[config.mk]
export PLATFORM = sky130hd
export DESIGN_NAME = csr_unit_top
export DESIGN_NICKNAME = d
export VERILOG_FILES = /design/src/hdl/csr_pkg.sv /design/src/hdl/csr_exec_unit.sv /design/src/hdl/csr_file.sv /design/src/hdl/csr_unit_top.sv
export SDC_FILE = /design/constraint.sdc
export NUM_CORES = 1
export LEC_CHECK = 0
export ABC_AREA = 0
export BUFFER_PORTS_ARGS = -buffer_cell sky130_fd_sc_hd__buf_2
export CORE_ASPECT_RATIO = 2
export CORE_UTILIZATION = 59
export CTS_CLUSTER_DIAMETER = 120
export DETAILED_ROUTE_END_ITERATION = 10
export PLACE_DENSITY = 0.9
export SLEW_MARGIN = 15
export SYNTH_ARGS = -nofsm -noshare
export SYNTH_HDL_FRONTEND = slang
export SYNTH_SLANG_ARGS = --single-unit
[constraint.sdc]
create_clock -name clk -period 7.8 [get_ports clk]
set_input_delay 1.56 -clock clk [delete_from_list [all_inputs] [get_ports clk]]
set_output_delay 1.56 -clock clk [all_outputs]
set_load 0.05 [all_outputs]
[src/hdl/csr_pkg.sv]
package csr_pkg;

    // ~~~~~~~~~~~~~~~~~~~~~~~~~~~~~~
    // widths
    // ~~~~~~~~~~~~~~~~~~~~~~~~~~~~~~

    localparam int XLEN       = 32;  // data path width.
    localparam int CSR_ADDR_W = 12;  // csr address space as in the isa.
    localparam int REG_ADDR_W = 5;   // destination register index.

    // opcodes of the csr instructions. codes 4 to 7 are illegal.
    typedef enum logic [2:0] {
        CSR_NOP = 3'd0,
        CSR_RW  = 3'd1,
        CSR_RS  = 3'd2,
        CSR_RC  = 3'd3
    } csr_op_e;

    // ~~~~~~~~~~~~~~~~~~~~~~~~~~~~~~
    // machine csr addresses
    // ~~~~~~~~~~~~~~~~~~~~~~~~~~~~~~

    localparam logic [CSR_ADDR_W-1:0] CSR_MISA     = 12'h301;
    localparam logic [CSR_ADDR_W-1:0] CSR_MIE      = 12'h304;
    localparam logic [CSR_ADDR_W-1:0] CSR_MTVEC    = 12'h305;
    localparam logic [CSR_ADDR_W-1:0] CSR_MSCRATCH = 12'h340;
    localparam logic [CSR_ADDR_W-1:0] CSR_MEPC     = 12'h341;
    localparam logic [CSR_ADDR_W-1:0] CSR_MCAUSE   = 12'h342;
    localparam logic [CSR_ADDR_W-1:0] CSR_MHARTID  = 12'hF14;

    // only msie, mtie and meie can be written in mie.
    localparam logic [XLEN-1:0] MIE_WMASK = 32'h0000_0888;

    // ~~~~~~~~~~~~~~~~~~~~~~~~~~~~~~
    // command and result records
    // ~~~~~~~~~~~~~~~~~~~~~~~~~~~~~~

    typedef struct packed {
        csr_op_e                op;       // instruction kind.
        logic [CSR_ADDR_W-1:0]  addr;     // target csr.
        logic [XLEN-1:0]        operand;  // rs1 value.
        logic [REG_ADDR_W-1:0]  rd;       // where the old value goes.
    } csr_cmd_t;

    typedef struct packed {
        logic [XLEN-1:0]        data;  // old csr value, zero on error.
        logic [REG_ADDR_W-1:0]  rd;
        logic                   err;
    } csr_result_t;

    typedef struct packed {
        logic [CSR_ADDR_W-1:0]  addr;
    } csr_rd_req_t;

    typedef struct packed {
        logic                   we;
        logic [CSR_ADDR_W-1:0]  addr;
        logic [XLEN-1:0]        data;
    } csr_wr_req_t;

endpackage

[src/hdl/csr_exec_unit.sv]
`timescale 1ns/10ps

module csr_exec_unit import csr_pkg::*; (
    input  logic            clk,
    input  logic            rst_n,
    input  csr_cmd_t        i_cmd,
    input  logic            i_clear,
    input  logic [XLEN-1:0] i_rdata,
    input  logic            i_err,
    output csr_rd_req_t     o_rd_req,
    output csr_wr_req_t     o_wr_req,
    output logic            o_busy,
    output logic            o_illegal,
    output logic            o_valid,
    output csr_result_t     o_result
);

    typedef enum logic [1:0] {
        S_IDLE,
        S_READ,
        S_WRITE,
        S_HOLD
    } state_e;

    state_e state;
    state_e state_nxt;

    // ~~~~~~~~~~~~~~~~~~~~~~~~~~~~~~
    // latched command
    // ~~~~~~~~~~~~~~~~~~~~~~~~~~~~~~

    csr_op_e                op_q;
    logic [CSR_ADDR_W-1:0]  addr_q;
    logic [XLEN-1:0]        operand_q;  // already inverted for CSR_RC.
    logic [REG_ADDR_W-1:0]  rd_q;

    // old value and error flag, captured in READ.
    logic [XLEN-1:0]        old_q;
    logic                   err_q;

    logic                   op_legal;
    logic                   accept;
    logic [XLEN-1:0]        wdata;

    // ~~~~~~~~~~~~~~~~~~~~~~~~~~~~~~
    // decode
    // ~~~~~~~~~~~~~~~~~~~~~~~~~~~~~~

    always_comb begin
        case (i_cmd.op)
            CSR_NOP, CSR_RW, CSR_RS, CSR_RC: op_legal = 1'b1;
            default:                         op_legal = 1'b0;
        endcase
    end

    // a nop is legal but starts nothing.
    assign accept    = (state == S_IDLE) && op_legal && (i_cmd.op != CSR_NOP);
    assign o_illegal = (state == S_IDLE) && !op_legal;

    // ~~~~~~~~~~~~~~~~~~~~~~~~~~~~~~
    // sequencer
    // ~~~~~~~~~~~~~~~~~~~~~~~~~~~~~~

    always_comb begin
        state_nxt = state;
        case (state)
            S_IDLE: begin
                if (accept) begin
                    state_nxt = S_READ;
                end
            end
            S_READ:  state_nxt = S_WRITE;
            S_WRITE: state_nxt = i_clear ? S_IDLE : S_HOLD;  // clear may come right away.
            S_HOLD: begin
                if (i_clear) begin
                    state_nxt = S_IDLE;
                end
            end
            default: state_nxt = S_IDLE;
        endcase
    end

    always_ff @(posedge clk or negedge rst_n) begin
        if (!rst_n) begin
            state <= S_IDLE;
        end else begin
            state <= state_nxt;
        end
    end

    // command fields are taken once, when the command is accepted.
    always_ff @(posedge clk) begin
        if (accept) begin
            op_q      <= i_cmd.op;
            addr_q    <= i_cmd.addr;
            rd_q      <= i_cmd.rd;
            operand_q <= (i_cmd.op == CSR_RC) ? ~i_cmd.operand : i_cmd.operand;
        end
        if (state == S_READ) begin
            old_q <= i_err ? '0 : i_rdata;  // a failed access reports zero.
            err_q <= i_err;
        end
    end

    // ~~~~~~~~~~~~~~~~~~~~~~~~~~~~~~
    // modify
    // ~~~~~~~~~~~~~~~~~~~~~~~~~~~~~~

    always_comb begin
        case (op_q)
            CSR_RS:  wdata = old_q | operand_q;
            CSR_RC:  wdata = old_q & operand_q;  // operand_q holds ~rs1 here.
            default: wdata = operand_q;
        endcase
    end

    assign o_rd_req = '{addr: addr_q};

    // the csr file drops the write itself when the address is in error.
    assign o_wr_req = '{
        we:   (state == S_WRITE),
        addr: addr_q,
        data: wdata
    };

    assign o_busy   = (state != S_IDLE);
    assign o_valid  = (state == S_WRITE) || (state == S_HOLD);
    assign o_result = '{data: old_q, rd: rd_q, err: err_q};

endmodule

[src/hdl/csr_file.sv]
`timescale 1ns/10ps

module csr_file import csr_pkg::*; #(
    parameter logic [XLEN-1:0] HART_ID    = '0,
    parameter logic [XLEN-1:0] MISA_VALUE = 32'h4000_1100
) (
    input  logic            clk,
    input  logic            rst_n,
    input  csr_rd_req_t     i_rd_req,
    input  csr_wr_req_t     i_wr_req,
    output logic [XLEN-1:0] o_rdata,
    output logic            o_err
);

    // mtvec is kept word aligned, mepc halfword aligned.
    localparam logic [XLEN-1:0] MTVEC_WMASK = {{(XLEN-2){1'b1}}, 2'b00};
    localparam logic [XLEN-1:0] MEPC_WMASK  = {{(XLEN-1){1'b1}}, 1'b0};

    // ~~~~~~~~~~~~~~~~~~~~~~~~~~~~~~
    // storage
    // ~~~~~~~~~~~~~~~~~~~~~~~~~~~~~~

    logic [XLEN-1:0] mscratch;
    logic [XLEN-1:0] mtvec;
    logic [XLEN-1:0] mepc;
    logic [XLEN-1:0] mcause;
    logic [XLEN-1:0] mie;

    logic            rd_mapped;
    logic            rd_read_only;
    logic            wr_ok;

    // ~~~~~~~~~~~~~~~~~~~~~~~~~~~~~~
    // address classes
    // ~~~~~~~~~~~~~~~~~~~~~~~~~~~~~~

    function automatic logic is_mapped(input logic [CSR_ADDR_W-1:0] addr);
        case (addr)
            CSR_MSCRATCH,
            CSR_MTVEC,
            CSR_MEPC,
            CSR_MCAUSE,
            CSR_MIE,
            CSR_MISA,
            CSR_MHARTID: return 1'b1;
            default:     return 1'b0;
        endcase
    endfunction

    // the top two address bits mark the read-only range. misa sits below
    // that range, so it is named on its own.
    function automatic logic is_read_only(input logic [CSR_ADDR_W-1:0] addr);
        return (addr[CSR_ADDR_W-1 -: 2] == 2'b11) || (addr == CSR_MISA);
    endfunction

    // ~~~~~~~~~~~~~~~~~~~~~~~~~~~~~~
    // read port
    // ~~~~~~~~~~~~~~~~~~~~~~~~~~~~~~

    assign rd_mapped    = is_mapped(i_rd_req.addr);
    assign rd_read_only = is_read_only(i_rd_req.addr);

    // every instruction writes back, so a read-only target is already an error at read time.
    assign o_err = !rd_mapped || rd_read_only;

    always_comb begin
        case (i_rd_req.addr)
            CSR_MSCRATCH: o_rdata = mscratch;
            CSR_MTVEC:    o_rdata = mtvec;
            CSR_MEPC:     o_rdata = mepc;
            CSR_MCAUSE:   o_rdata = mcause;
            CSR_MIE:      o_rdata = mie;
            CSR_MISA:     o_rdata = MISA_VALUE;
            CSR_MHARTID:  o_rdata = HART_ID;
            default:      o_rdata = '0;  // unmapped reads as zero.
        endcase
    end

    // ~~~~~~~~~~~~~~~~~~~~~~~~~~~~~~
    // write port
    // ~~~~~~~~~~~~~~~~~~~~~~~~~~~~~~

    // the write address is checked again, so a bad access never lands.
    assign wr_ok = i_wr_req.we
                && is_mapped(i_wr_req.addr)
                && !is_read_only(i_wr_req.addr);

    always_ff @(posedge clk or negedge rst_n) begin
        if (!rst_n) begin
            mscratch <= '0;
            mtvec    <= '0;
            mepc     <= '0;
            mcause   <= '0;
            mie      <= '0;
        end else if (wr_ok) begin
            case (i_wr_req.addr)
                CSR_MSCRATCH: mscratch <= i_wr_req.data;
                CSR_MTVEC:    mtvec    <= i_wr_req.data & MTVEC_WMASK;
                CSR_MEPC:     mepc     <= i_wr_req.data & MEPC_WMASK;
                CSR_MCAUSE:   mcause   <= i_wr_req.data;
                CSR_MIE:      mie      <= i_wr_req.data & MIE_WMASK;
                default: begin
                    // read-only and unmapped addresses never get here.
                end
            endcase
        end
    end

endmodule

[src/hdl/csr_unit_top.sv]
`timescale 1ns/10ps

module csr_unit_top import csr_pkg::*; #(
    parameter logic [XLEN-1:0] HART_ID    = '0,
    parameter logic [XLEN-1:0] MISA_VALUE = 32'h4000_1100
) (
    input  logic        clk,
    input  logic        rst_n,
    input  csr_cmd_t    i_cmd,
    input  logic        i_clear,
    output logic        o_busy,
    output logic        o_illegal,
    output logic        o_valid,
    output csr_result_t o_result
);

    // ~~~~~~~~~~~~~~~~~~~~~~~~~~~~~~
    // exec unit to csr file
    // ~~~~~~~~~~~~~~~~~~~~~~~~~~~~~~

    csr_rd_req_t     rd_req;
    csr_wr_req_t     wr_req;
    logic [XLEN-1:0] csr_rdata;  // answered in the same cycle.
    logic            csr_err;

    csr_exec_unit u_exec_unit (
        .clk       (clk),
        .rst_n     (rst_n),
        .i_cmd     (i_cmd),
        .i_clear   (i_clear),
        .i_rdata   (csr_rdata),
        .i_err     (csr_err),
        .o_rd_req  (rd_req),
        .o_wr_req  (wr_req),
        .o_busy    (o_busy),
        .o_illegal (o_illegal),
        .o_valid   (o_valid),
        .o_result  (o_result)
    );

    csr_file #(
        .HART_ID    (HART_ID),
        .MISA_VALUE (MISA_VALUE)
    ) u_csr_file (
        .clk      (clk),
        .rst_n    (rst_n),
        .i_rd_req (rd_req),
        .i_wr_req (wr_req),
        .o_rdata  (csr_rdata),
        .o_err    (csr_err)
    );

endmodule

Yosys cells after proc, flatten, opt, wreduce, memory -nomap -nowiden
Index checks and enable logic that the tools add are counted.

Register bits: 215. Bits of input ports: 55. Output and inout port bits: 41.

Eq/ne operators: 18. Multiplexer cells: 9. Bitwise gates (word level): 3. Reduce and logical (&&, ||, !) cells: 23.

Operator list (count): $pmux 32 s6 (1); $eq 12x10->1 const B (6); $pmux 32 s2 (1); $and 32x32->32 (1); $mux 32 (1); $not 32->32 (1); $or 32x32->32 (1); $eq 12x12->1 const B (1); $eq 3x2->1 const B (4); $reduce_and 2->1 (6); $pmux 2 s4 (1); $reduce_or 7->1 (1); $eq 2x2->1 const B (3); $mux 2 (3); $logic_and 1x1->1 (5); $reduce_or 4->1 (1); $eq 3x1->1 const B (1); $logic_not 1->1 (3); $logic_not 3->1 (1); $logic_or 1x1->1 (3); $reduce_bool 3->1 (1); $eq 2x1->1 const B (1); $logic_not 2->1 (1); $mux 1 (2); 3 further kinds (3).

Longest topological paths before layout
Gate-level depths: netlist of the first run.

Depth after elaboration: 7. Depth in mapped cells: 6. Mapped depth without buffers: 3.

Hierarchy
From an unflattened synthesis of the first run, not the netlist that was laid out.

Cell total of the unflattened synthesis: 829. Area total of the unflattened synthesis: 10980.5 sq um.

Modules (own cells, without submodules): csr_file (times used 1, cells each 464, area each 6033.3 sq um); csr_exec_unit (times used 1, cells each 365, area each 4947.2 sq um).

Worst setup path before layout of the first run
Ideal clock, no wire load.

Kind: input to register. Start: input i_cmd[51] in the netlist's numbering. End: register u_exec_unit.addr_q[0] (netlist: u_exec_unit.o_rd_req[0]), enable pin. Setup time: 0.593 ns. Arrival time: 6.629 ns. Data required time: 7.207 ns. Slack: 0.578 ns. Stages on the path: 1. Buffers on the path: 0. Cells stage by stage: nor4_1.

Word-level cells in the longest chain between the ends: 5.

RTL lines: from (decl) (line csr_unit_top.sv:9) `input csr_cmd_t i_cmd,`; $eq 3x1->1 (tied with other cells) (line csr_exec_unit.sv:50) `case (i_cmd.op)`; $reduce_or 4->1 (line csr_exec_unit.sv:50); $mux 1 (line csr_exec_unit.sv:50); $logic_and 1x1->1 (line csr_exec_unit.sv:57) `assign accept = (state == S_IDLE) && op_legal && (i_cmd.op != CSR_NOP);`; $logic_and 1x1->1 * (line csr_exec_unit.sv:57); to (signal assigned) (line csr_exec_unit.sv:95) `addr_q <= i_cmd.addr;`; to (decl) (line csr_exec_unit.sv:33) `logic [CSR_ADDR_W-1:0] addr_q;`.

Mark *: on every way between the ends. The rest lies on a longest branch, timed or not. A chain may end at the register's enable or synchronous reset.

Worst setup path in the final report of the first run
Start: input i_cmd[51] in the netlist's numbering. End: output o_illegal.

Word-level cells in the longest chain between the ends: 5.

RTL lines: $eq 3x1->1 (tied with other cells) (line csr_exec_unit.sv:50); $reduce_or 4->1 * (line csr_exec_unit.sv:50); $mux 1 * (line csr_exec_unit.sv:50); $logic_not 1->1 * (line csr_exec_unit.sv:58) `assign o_illegal = (state == S_IDLE) && !op_legal;`; $logic_and 1x1->1 * (line csr_exec_unit.sv:58); to (decl) (line csr_unit_top.sv:12) `output logic o_illegal,`.

Marked as above.

==> metrics, run 1 <==
Final ANT Viol Nets=0; Yosys cell types=41; post-synth top area share=0.321; setup TNS=0 ns; CTS Root Cell=clkbuf_16; cts hold-fix bufs=0; Seq/Total Area, Yosys=0.574; vias post-DR=6330; synthesized cell area=0.0101 mm²; Synth area leader=dfrtp_1; Slew Viols, Final=0; drt pass-1 iters=5; HP Class=reg2reg; Top FF cell, synth=dfrtp_1; aggregate routed wire length=21700 µm; hold_ws=0.496 ns; final standard cell area without fillers=0.0114 mm²; Fin. Hold Viols=0; P&R area growth vs syn=12.2%; combinational power share=0.197; WL per Instance=21.3 µm; slew at the pin closest to its max-slew limit=0.941 ns; Sw Ratio=0.307; Post-Route Skew=0.0173 ns; io pins=96; IO buf count=95; Residual DRC=0; final core utilization=0.677; GPL Wtd Cong=0.778; #FFs+latches synth=215; core area=0.0168 mm²; relative slew slack=0.373; WS Path Type=in2out; setup violators final=0; Final Worst Setup Slack=4.18 ns; number of global-route vias before repair=6899; pin count of the biggest net entering global routing=75; PwrDens=248 mW/mm²; Setup crit start kind=input pin; chip width=94.6 µm; post-CTS sizing=0; Post-synth EDFFs=85; TritonCTS clock tree=built; initial antenna violation count=0; clock share of power=0.322; synth warn=0; Crit path arrival time=2.06 ns; Critical Path Max Stage Delay=0.26 ns; initial core utilization=0.604; ratio of cells with drive above 1 in the final layout=0.317; clock sinks=215; row count=67; CP max FO=4; Sw Pwr=0.865 mW; diode count=0; Clock Path Buffers=3; vias per cell=6.20; first-pass GRT wire length=35300 µm; Pwr Total=2.82 mW; DRT iter0 DRCs=364; Num CTS Buffers=18; max-cap violations=0; Crit. End Element=primary output; Syn Nets=784; Final HPWL DP=13000 µm; Internal Power=1.95 mW; die height=187 µm; non-filler instance count after layout=1021; GRT Total Usage=0.258; Peak Freq=0.276 GHz; syn avg cell area=13.9 µm²; Final min period=3.62 ns; nets=857; dpl cells=988; Fillers=1165; worst slack, placed=4.18 ns; WP data required=6.24 ns; placed instance area=0.0107 mm²; grt total ovfl=0; Synth area leaders=dfrtp_1, edfxtp_1, mux2_2; worst skew pair latency=0.49 ns; slowest stage cell, crit path=buf_2; async set-reset flop share out of synthesis=0.605; run status=complete, no violations; Tcrit/Tclk final=0.464; cells along the critical path=buf_2 > and2_1 > buf_2; Static Leak=5.04 nW; most frequent CP cell=buf_2; H-Tree Depth=1; Setup Fix Bufs, Post-CTS=0; RSZ-0062 raised after global routing=no; Seq pwr share=0.481; clock slew at reported path FFs=0.07 ns; Mapped Cells=729; Peak supply drop=0.279 mV; Die Footprint=0.0177 mm²
## flip-flops by register name, indices dropped and copies added, names as in the netlist
name and flops:
u_csr_file.mcause 32, u_csr_file.mepc 31, u_csr_file.mie 3, u_csr_file.mscratch 32
u_csr_file.mtvec 30, u_exec_unit.err_q 1, u_exec_unit.o_rd_req 12, u_exec_unit.old_q 32
u_exec_unit.op_q 3, u_exec_unit.operand_q 32, u_exec_unit.rd_q 5, u_exec_unit.state 2
## cells in the final DEF, fill, tap and decap left out, drive strengths merged
| cell | count |
|---|---|
| o21ai | 1 |
| nor2b | 34 |
| or3 | 3 |
| mux2i | 34 |
| mux2 | 128 |
| and2 | 1 |
| or4bb | 2 |
| nand2b | 3 |
| nor2 | 4 |
| a211o | 1 |
| or4 | 2 |
| nor4bb | 32 |
| o2bb2ai | 26 |
| nor4b | 1 |
| a21oi | 2 |
| a22o | 26 |
| buf | 111 |
| a32o | 1 |
| edfxtp | 85 |
| nand3b | 33 |
| or4b | 1 |
| or3b | 5 |
| clkinv | 5 |
| nor3 | 3 |
| o22ai | 3 |
| nand4bb | 1 |
| a211oi | 32 |
| clkbuf | 27 |
| a21o | 2 |
| nor4 | 5 |
| dfrtp | 130 |
| a2bb2oi | 4 |
| inv | 34 |
| xnor2 | 32 |
## synthesized netlist by cell type, types with 2 or more instances
| library cell | count |
|---|---|
| dfrtp_1 | 130 |
| mux2_2 | 98 |
| edfxtp_1 | 85 |
| clkbuf_1 | 37 |
| inv_1 | 34 |
| mux2i_1 | 34 |
| nor2b_1 | 34 |
| nand3b_1 | 33 |
| a211oi_1 | 32 |
| nor4bb_1 | 32 |
| xnor2_1 | 32 |
| mux2_1 | 30 |
| a22o_1 | 26 |
| o2bb2ai_1 | 26 |
| buf_2 | 9 |
| buf_1 | 5 |
| or3b_2 | 5 |
| a2bb2oi_1 | 4 |
| nor2_1 | 4 |
| buf_8 | 3 |
| nand2b_1 | 3 |
| nor4_1 | 3 |
| o22ai_1 | 3 |
| a21o_1 | 2 |
| a21oi_1 | 2 |
| buf_4 | 2 |
| buf_6 | 2 |
| nor3_1 | 2 |
| nor4_2 | 2 |
| or3_2 | 2 |
| or4_4 | 2 |
| or4bb_2 | 2 |
## cell type report
cell class	instances	area [µm²]	share of cell area
well taps	207	259	0.0228
repair buffers	111	618	0.0544
inverters	34	128	0.0112
flip-flops and latches	215	5810	0.511
clock inverters	5	28.8	0.00253
clock buffers	27	568	0.0500
multi-input cells	422	3950	0.348
## worst max-delay path: cells and delay by family
kind | cells | cell delay, ns
buffers and inverters | 2 | 0.37
and+or+nand+nor | 1 | 0.13
## per-layer routing
layer  global-route usage  vias up  share of wire
met5                    0        -              0
met4                0.107        0          0.028
met3               0.0305       41          0.045
met2                0.465      176           0.55
met1                0.304     3267           0.37
li1                     -     2846              -
## power groups by stage
stage	combinational, mW	sequential (mW)	clock [mW]
after floorplan	0.254	1.50	0
after global placement	0.531	1.37	0
after detailed placement	0.542	1.38	0
after CTS	0.545	1.36	0.917
after global routing	0.588	1.37	0.957
final	0.555	1.36	0.908
## cell families after synthesis
group	count (synthesis)	synth area share
muxes	162	0.176
xor gates and xnor gates	32	0.0277
buffers and inverters	92	0.0408
AOI/OAI and AO/OA	98	0.0790
and+or+nand+nor	130	0.103
DFF	215	0.574
## path summary, 6_finish.rpt
kind / slack (ns) / from / to / cells past startpoint
setup / recovery: 4.18 / i_cmd[51] / o_illegal / 3
hold / removal: 0.50 / u_csr_file.mcause[7]$_DFFE_PN0P_ / u_csr_file.mcause[7]$_DFFE_PN0P_ / 1
setup reg to reg: 4.82 / u_exec_unit.o_rd_req[1]$_DFFE_PP_ / u_csr_file.mtvec[26]$_DFFE_PN0P_ / 5
hold reg to reg: 0.50 / u_csr_file.mcause[7]$_DFFE_PN0P_ / u_csr_file.mcause[7]$_DFFE_PN0P_ / 1
max in group asynchronous: 5.23 / rst_n / u_csr_file.mtvec[5]$_DFFE_PN0P_ / 2
min in group asynchronous: 1.11 / rst_n / u_csr_file.mtvec[14]$_DFFE_PN0P_ / 1
(Power assumes the default switching activity.)
==> run 2: changes to the inputs <==
- clock period: 7.8 -> 3.8 ns (I/O delays scaled with it)
==> metrics, run 2 (synthesis results as in run 1) <==
run status=complete, no violations; Seq pwr share=0.466; aggregate routed wire length=21700 µm; nets=862; Peak supply drop=0.575 mV; CTS Root Cell=clkbuf_16; cells along the critical path=nand4bb_1 > or4_4 > mux2_1; Fin. Hold Viols=0; Final Worst Setup Slack=1.23 ns; max-cap violations=0; GRT Total Usage=0.259; IO buf count=95; grt total ovfl=0; commonest non-fill, non-tap cells in the layout=dfrtp_1, mux2_2, buf_2; Crit. End Element=register; worst r2r path cells=3; ratio of cells with drive above 1 in the final layout=0.321; initial core utilization=0.604; Post-Route Skew=0.0151 ns; slew at the pin closest to its max-slew limit=0.934 ns; TritonCTS clock tree=built; H-Tree Depth=1; RR Startpoint=u_exec_unit.o_rd_req[10]$_DFFE_PP_; Static Leak=5.11 nW; pin count of the biggest net entering global routing=76; top cell family by delay on the critical path=simple AND/OR/NAND/NOR gates; commonest non-fill, non-tap cell in the layout=dfrtp_1; hold_ws=0.314 ns; Final ANT Viol Nets=0; setup violators final=0; HP Class=in2async; initial antenna violation count=0; vias per cell=6.17; Peak Freq=0.389 GHz; diode count=0; combinational power share=0.189; WP buf/inv=0; chip width=94.6 µm; post-CTS sizing=0; P&R area growth vs syn=13.7%; Sw Ratio=0.302; WP data required=4.16 ns; worst skew pair latency=0.50 ns; slowest stage cell, crit path=or4_4; core area=0.0168 mm²; die height=187 µm; Worst R2R Setup Slack=1.23 ns; Final min period=2.57 ns; Slew Viols, Final=0; row count=67; setup TNS=0 ns; clock sinks=215; cts hold-fix bufs=0; Final HPWL DP=13300 µm; Internal Power=4.20 mW; clock share of power=0.345; first-pass GRT wire length=35100 µm; number of global-route vias before repair=6877; relative slew slack=0.378; Critical Path Max Stage Delay=1.01 ns; GPL Wtd Cong=0.809; clock slew at reported path FFs=0.07 ns; worst slack, placed=1.23 ns; Setup Fix Bufs, Post-CTS=0; Setup crit start kind=register; PwrDens=523 mW/mm²; Crit path arrival time=2.93 ns; vias post-DR=6341; Clock Path Buffers=3; io pins=96; Die Footprint=0.0177 mm²; Worst R2R End=u_csr_file.mcause[8]$_DFFE_PN0P_; Tcrit/Tclk final=0.676; WS Path Type=reg2reg; Num CTS Buffers=19; Sw Pwr=1.82 mW; CP max FO=32; drt pass-1 iters=4; Residual DRC=0; WL per Instance=21.2 µm; DRT iter0 DRCs=451; RSZ-0062 raised after global routing=no
[run 2: per-layer routing]
metal	vias to the layer above	global-route usage	share of wire	routed length, µm
li1	2860	-	-	-
met1	3235	0.308	0.38	8370
met2	192	0.455	0.54	11600
met3	54	0.0358	0.047	1020
met4	0	0.114	0.033	722
met5	-	0	0	0
[run 2: area by class of cell]
type / count / area, µm²
inverters: 34 / 128
multi-input cells: 422 / 3960
well taps: 207 / 259
clock buffers: 30 / 633
fillers: 1162 / 5260
clock inverters: 4 / 50.0
repair buffers: 115 / 673
flip-flops and latches: 215 / 5810
[run 2: power groups by stage]
stage | Combinational, mW | Sequential [mW] | Clock (mW)
CTS | 1.12 | 2.81 | 2.11
finish | 1.13 | 2.80 | 2.08
detailed placement | 1.11 | 2.85 | 0
global placement | 1.09 | 2.84 | 0
global route | 1.20 | 2.83 | 2.20
floorplan | 0.527 | 3.07 | 0
[run 2: how the worst max path moves through the flow]
| stage | from | end | slack [ns] | cells past startpoint |
|---|---|---|---|---|
| after detailed placement | u_exec_unit.o_rd_req[10]$_DFFE_PP_ | u_csr_file.mcause[1]$_DFFE_PN0P_ | 1.23 | 3 |
| after CTS | u_exec_unit.o_rd_req[10]$_DFFE_PP_ | u_csr_file.mcause[1]$_DFFE_PN0P_ | 1.19 | 3 |
| after floorplan | i_cmd[51] | u_exec_unit.o_rd_req[0]$_DFFE_PP_ | 0.87 | 1 |
| after global placement | u_exec_unit.o_rd_req[10]$_DFFE_PP_ | u_csr_file.mcause[25]$_DFFE_PN0P_ | 1.34 | 3 |
| final | u_exec_unit.o_rd_req[10]$_DFFE_PP_ | u_csr_file.mcause[8]$_DFFE_PN0P_ | 1.23 | 3 |
| after global routing | u_exec_unit.o_rd_req[10]$_DFFE_PP_ | u_csr_file.mcause[30]$_DFFE_PN0P_ | 1.09 | 3 |
[run 2: through the flow]
stage                     utilization  power, mW  instances  instance area, µm²
final                           0.686       6.02       1027               11500
after global routing            0.686       6.23       1027               11500
after CTS                       0.685       6.04       1026               11500
after detailed placement        0.644       3.96        992               10800
after global placement          0.644       3.93        992               10800
after floorplan                     -       3.59        729               10100
[run 2: worst register-to-register path, delay by kind of cell (launching register included)]
| kind | cells | cell delay [ns] |
|---|---|---|
| DFF | 1 | 0.36 |
| muxes | 1 | 0.42 |
| and+or+nand+nor | 2 | 1.66 |
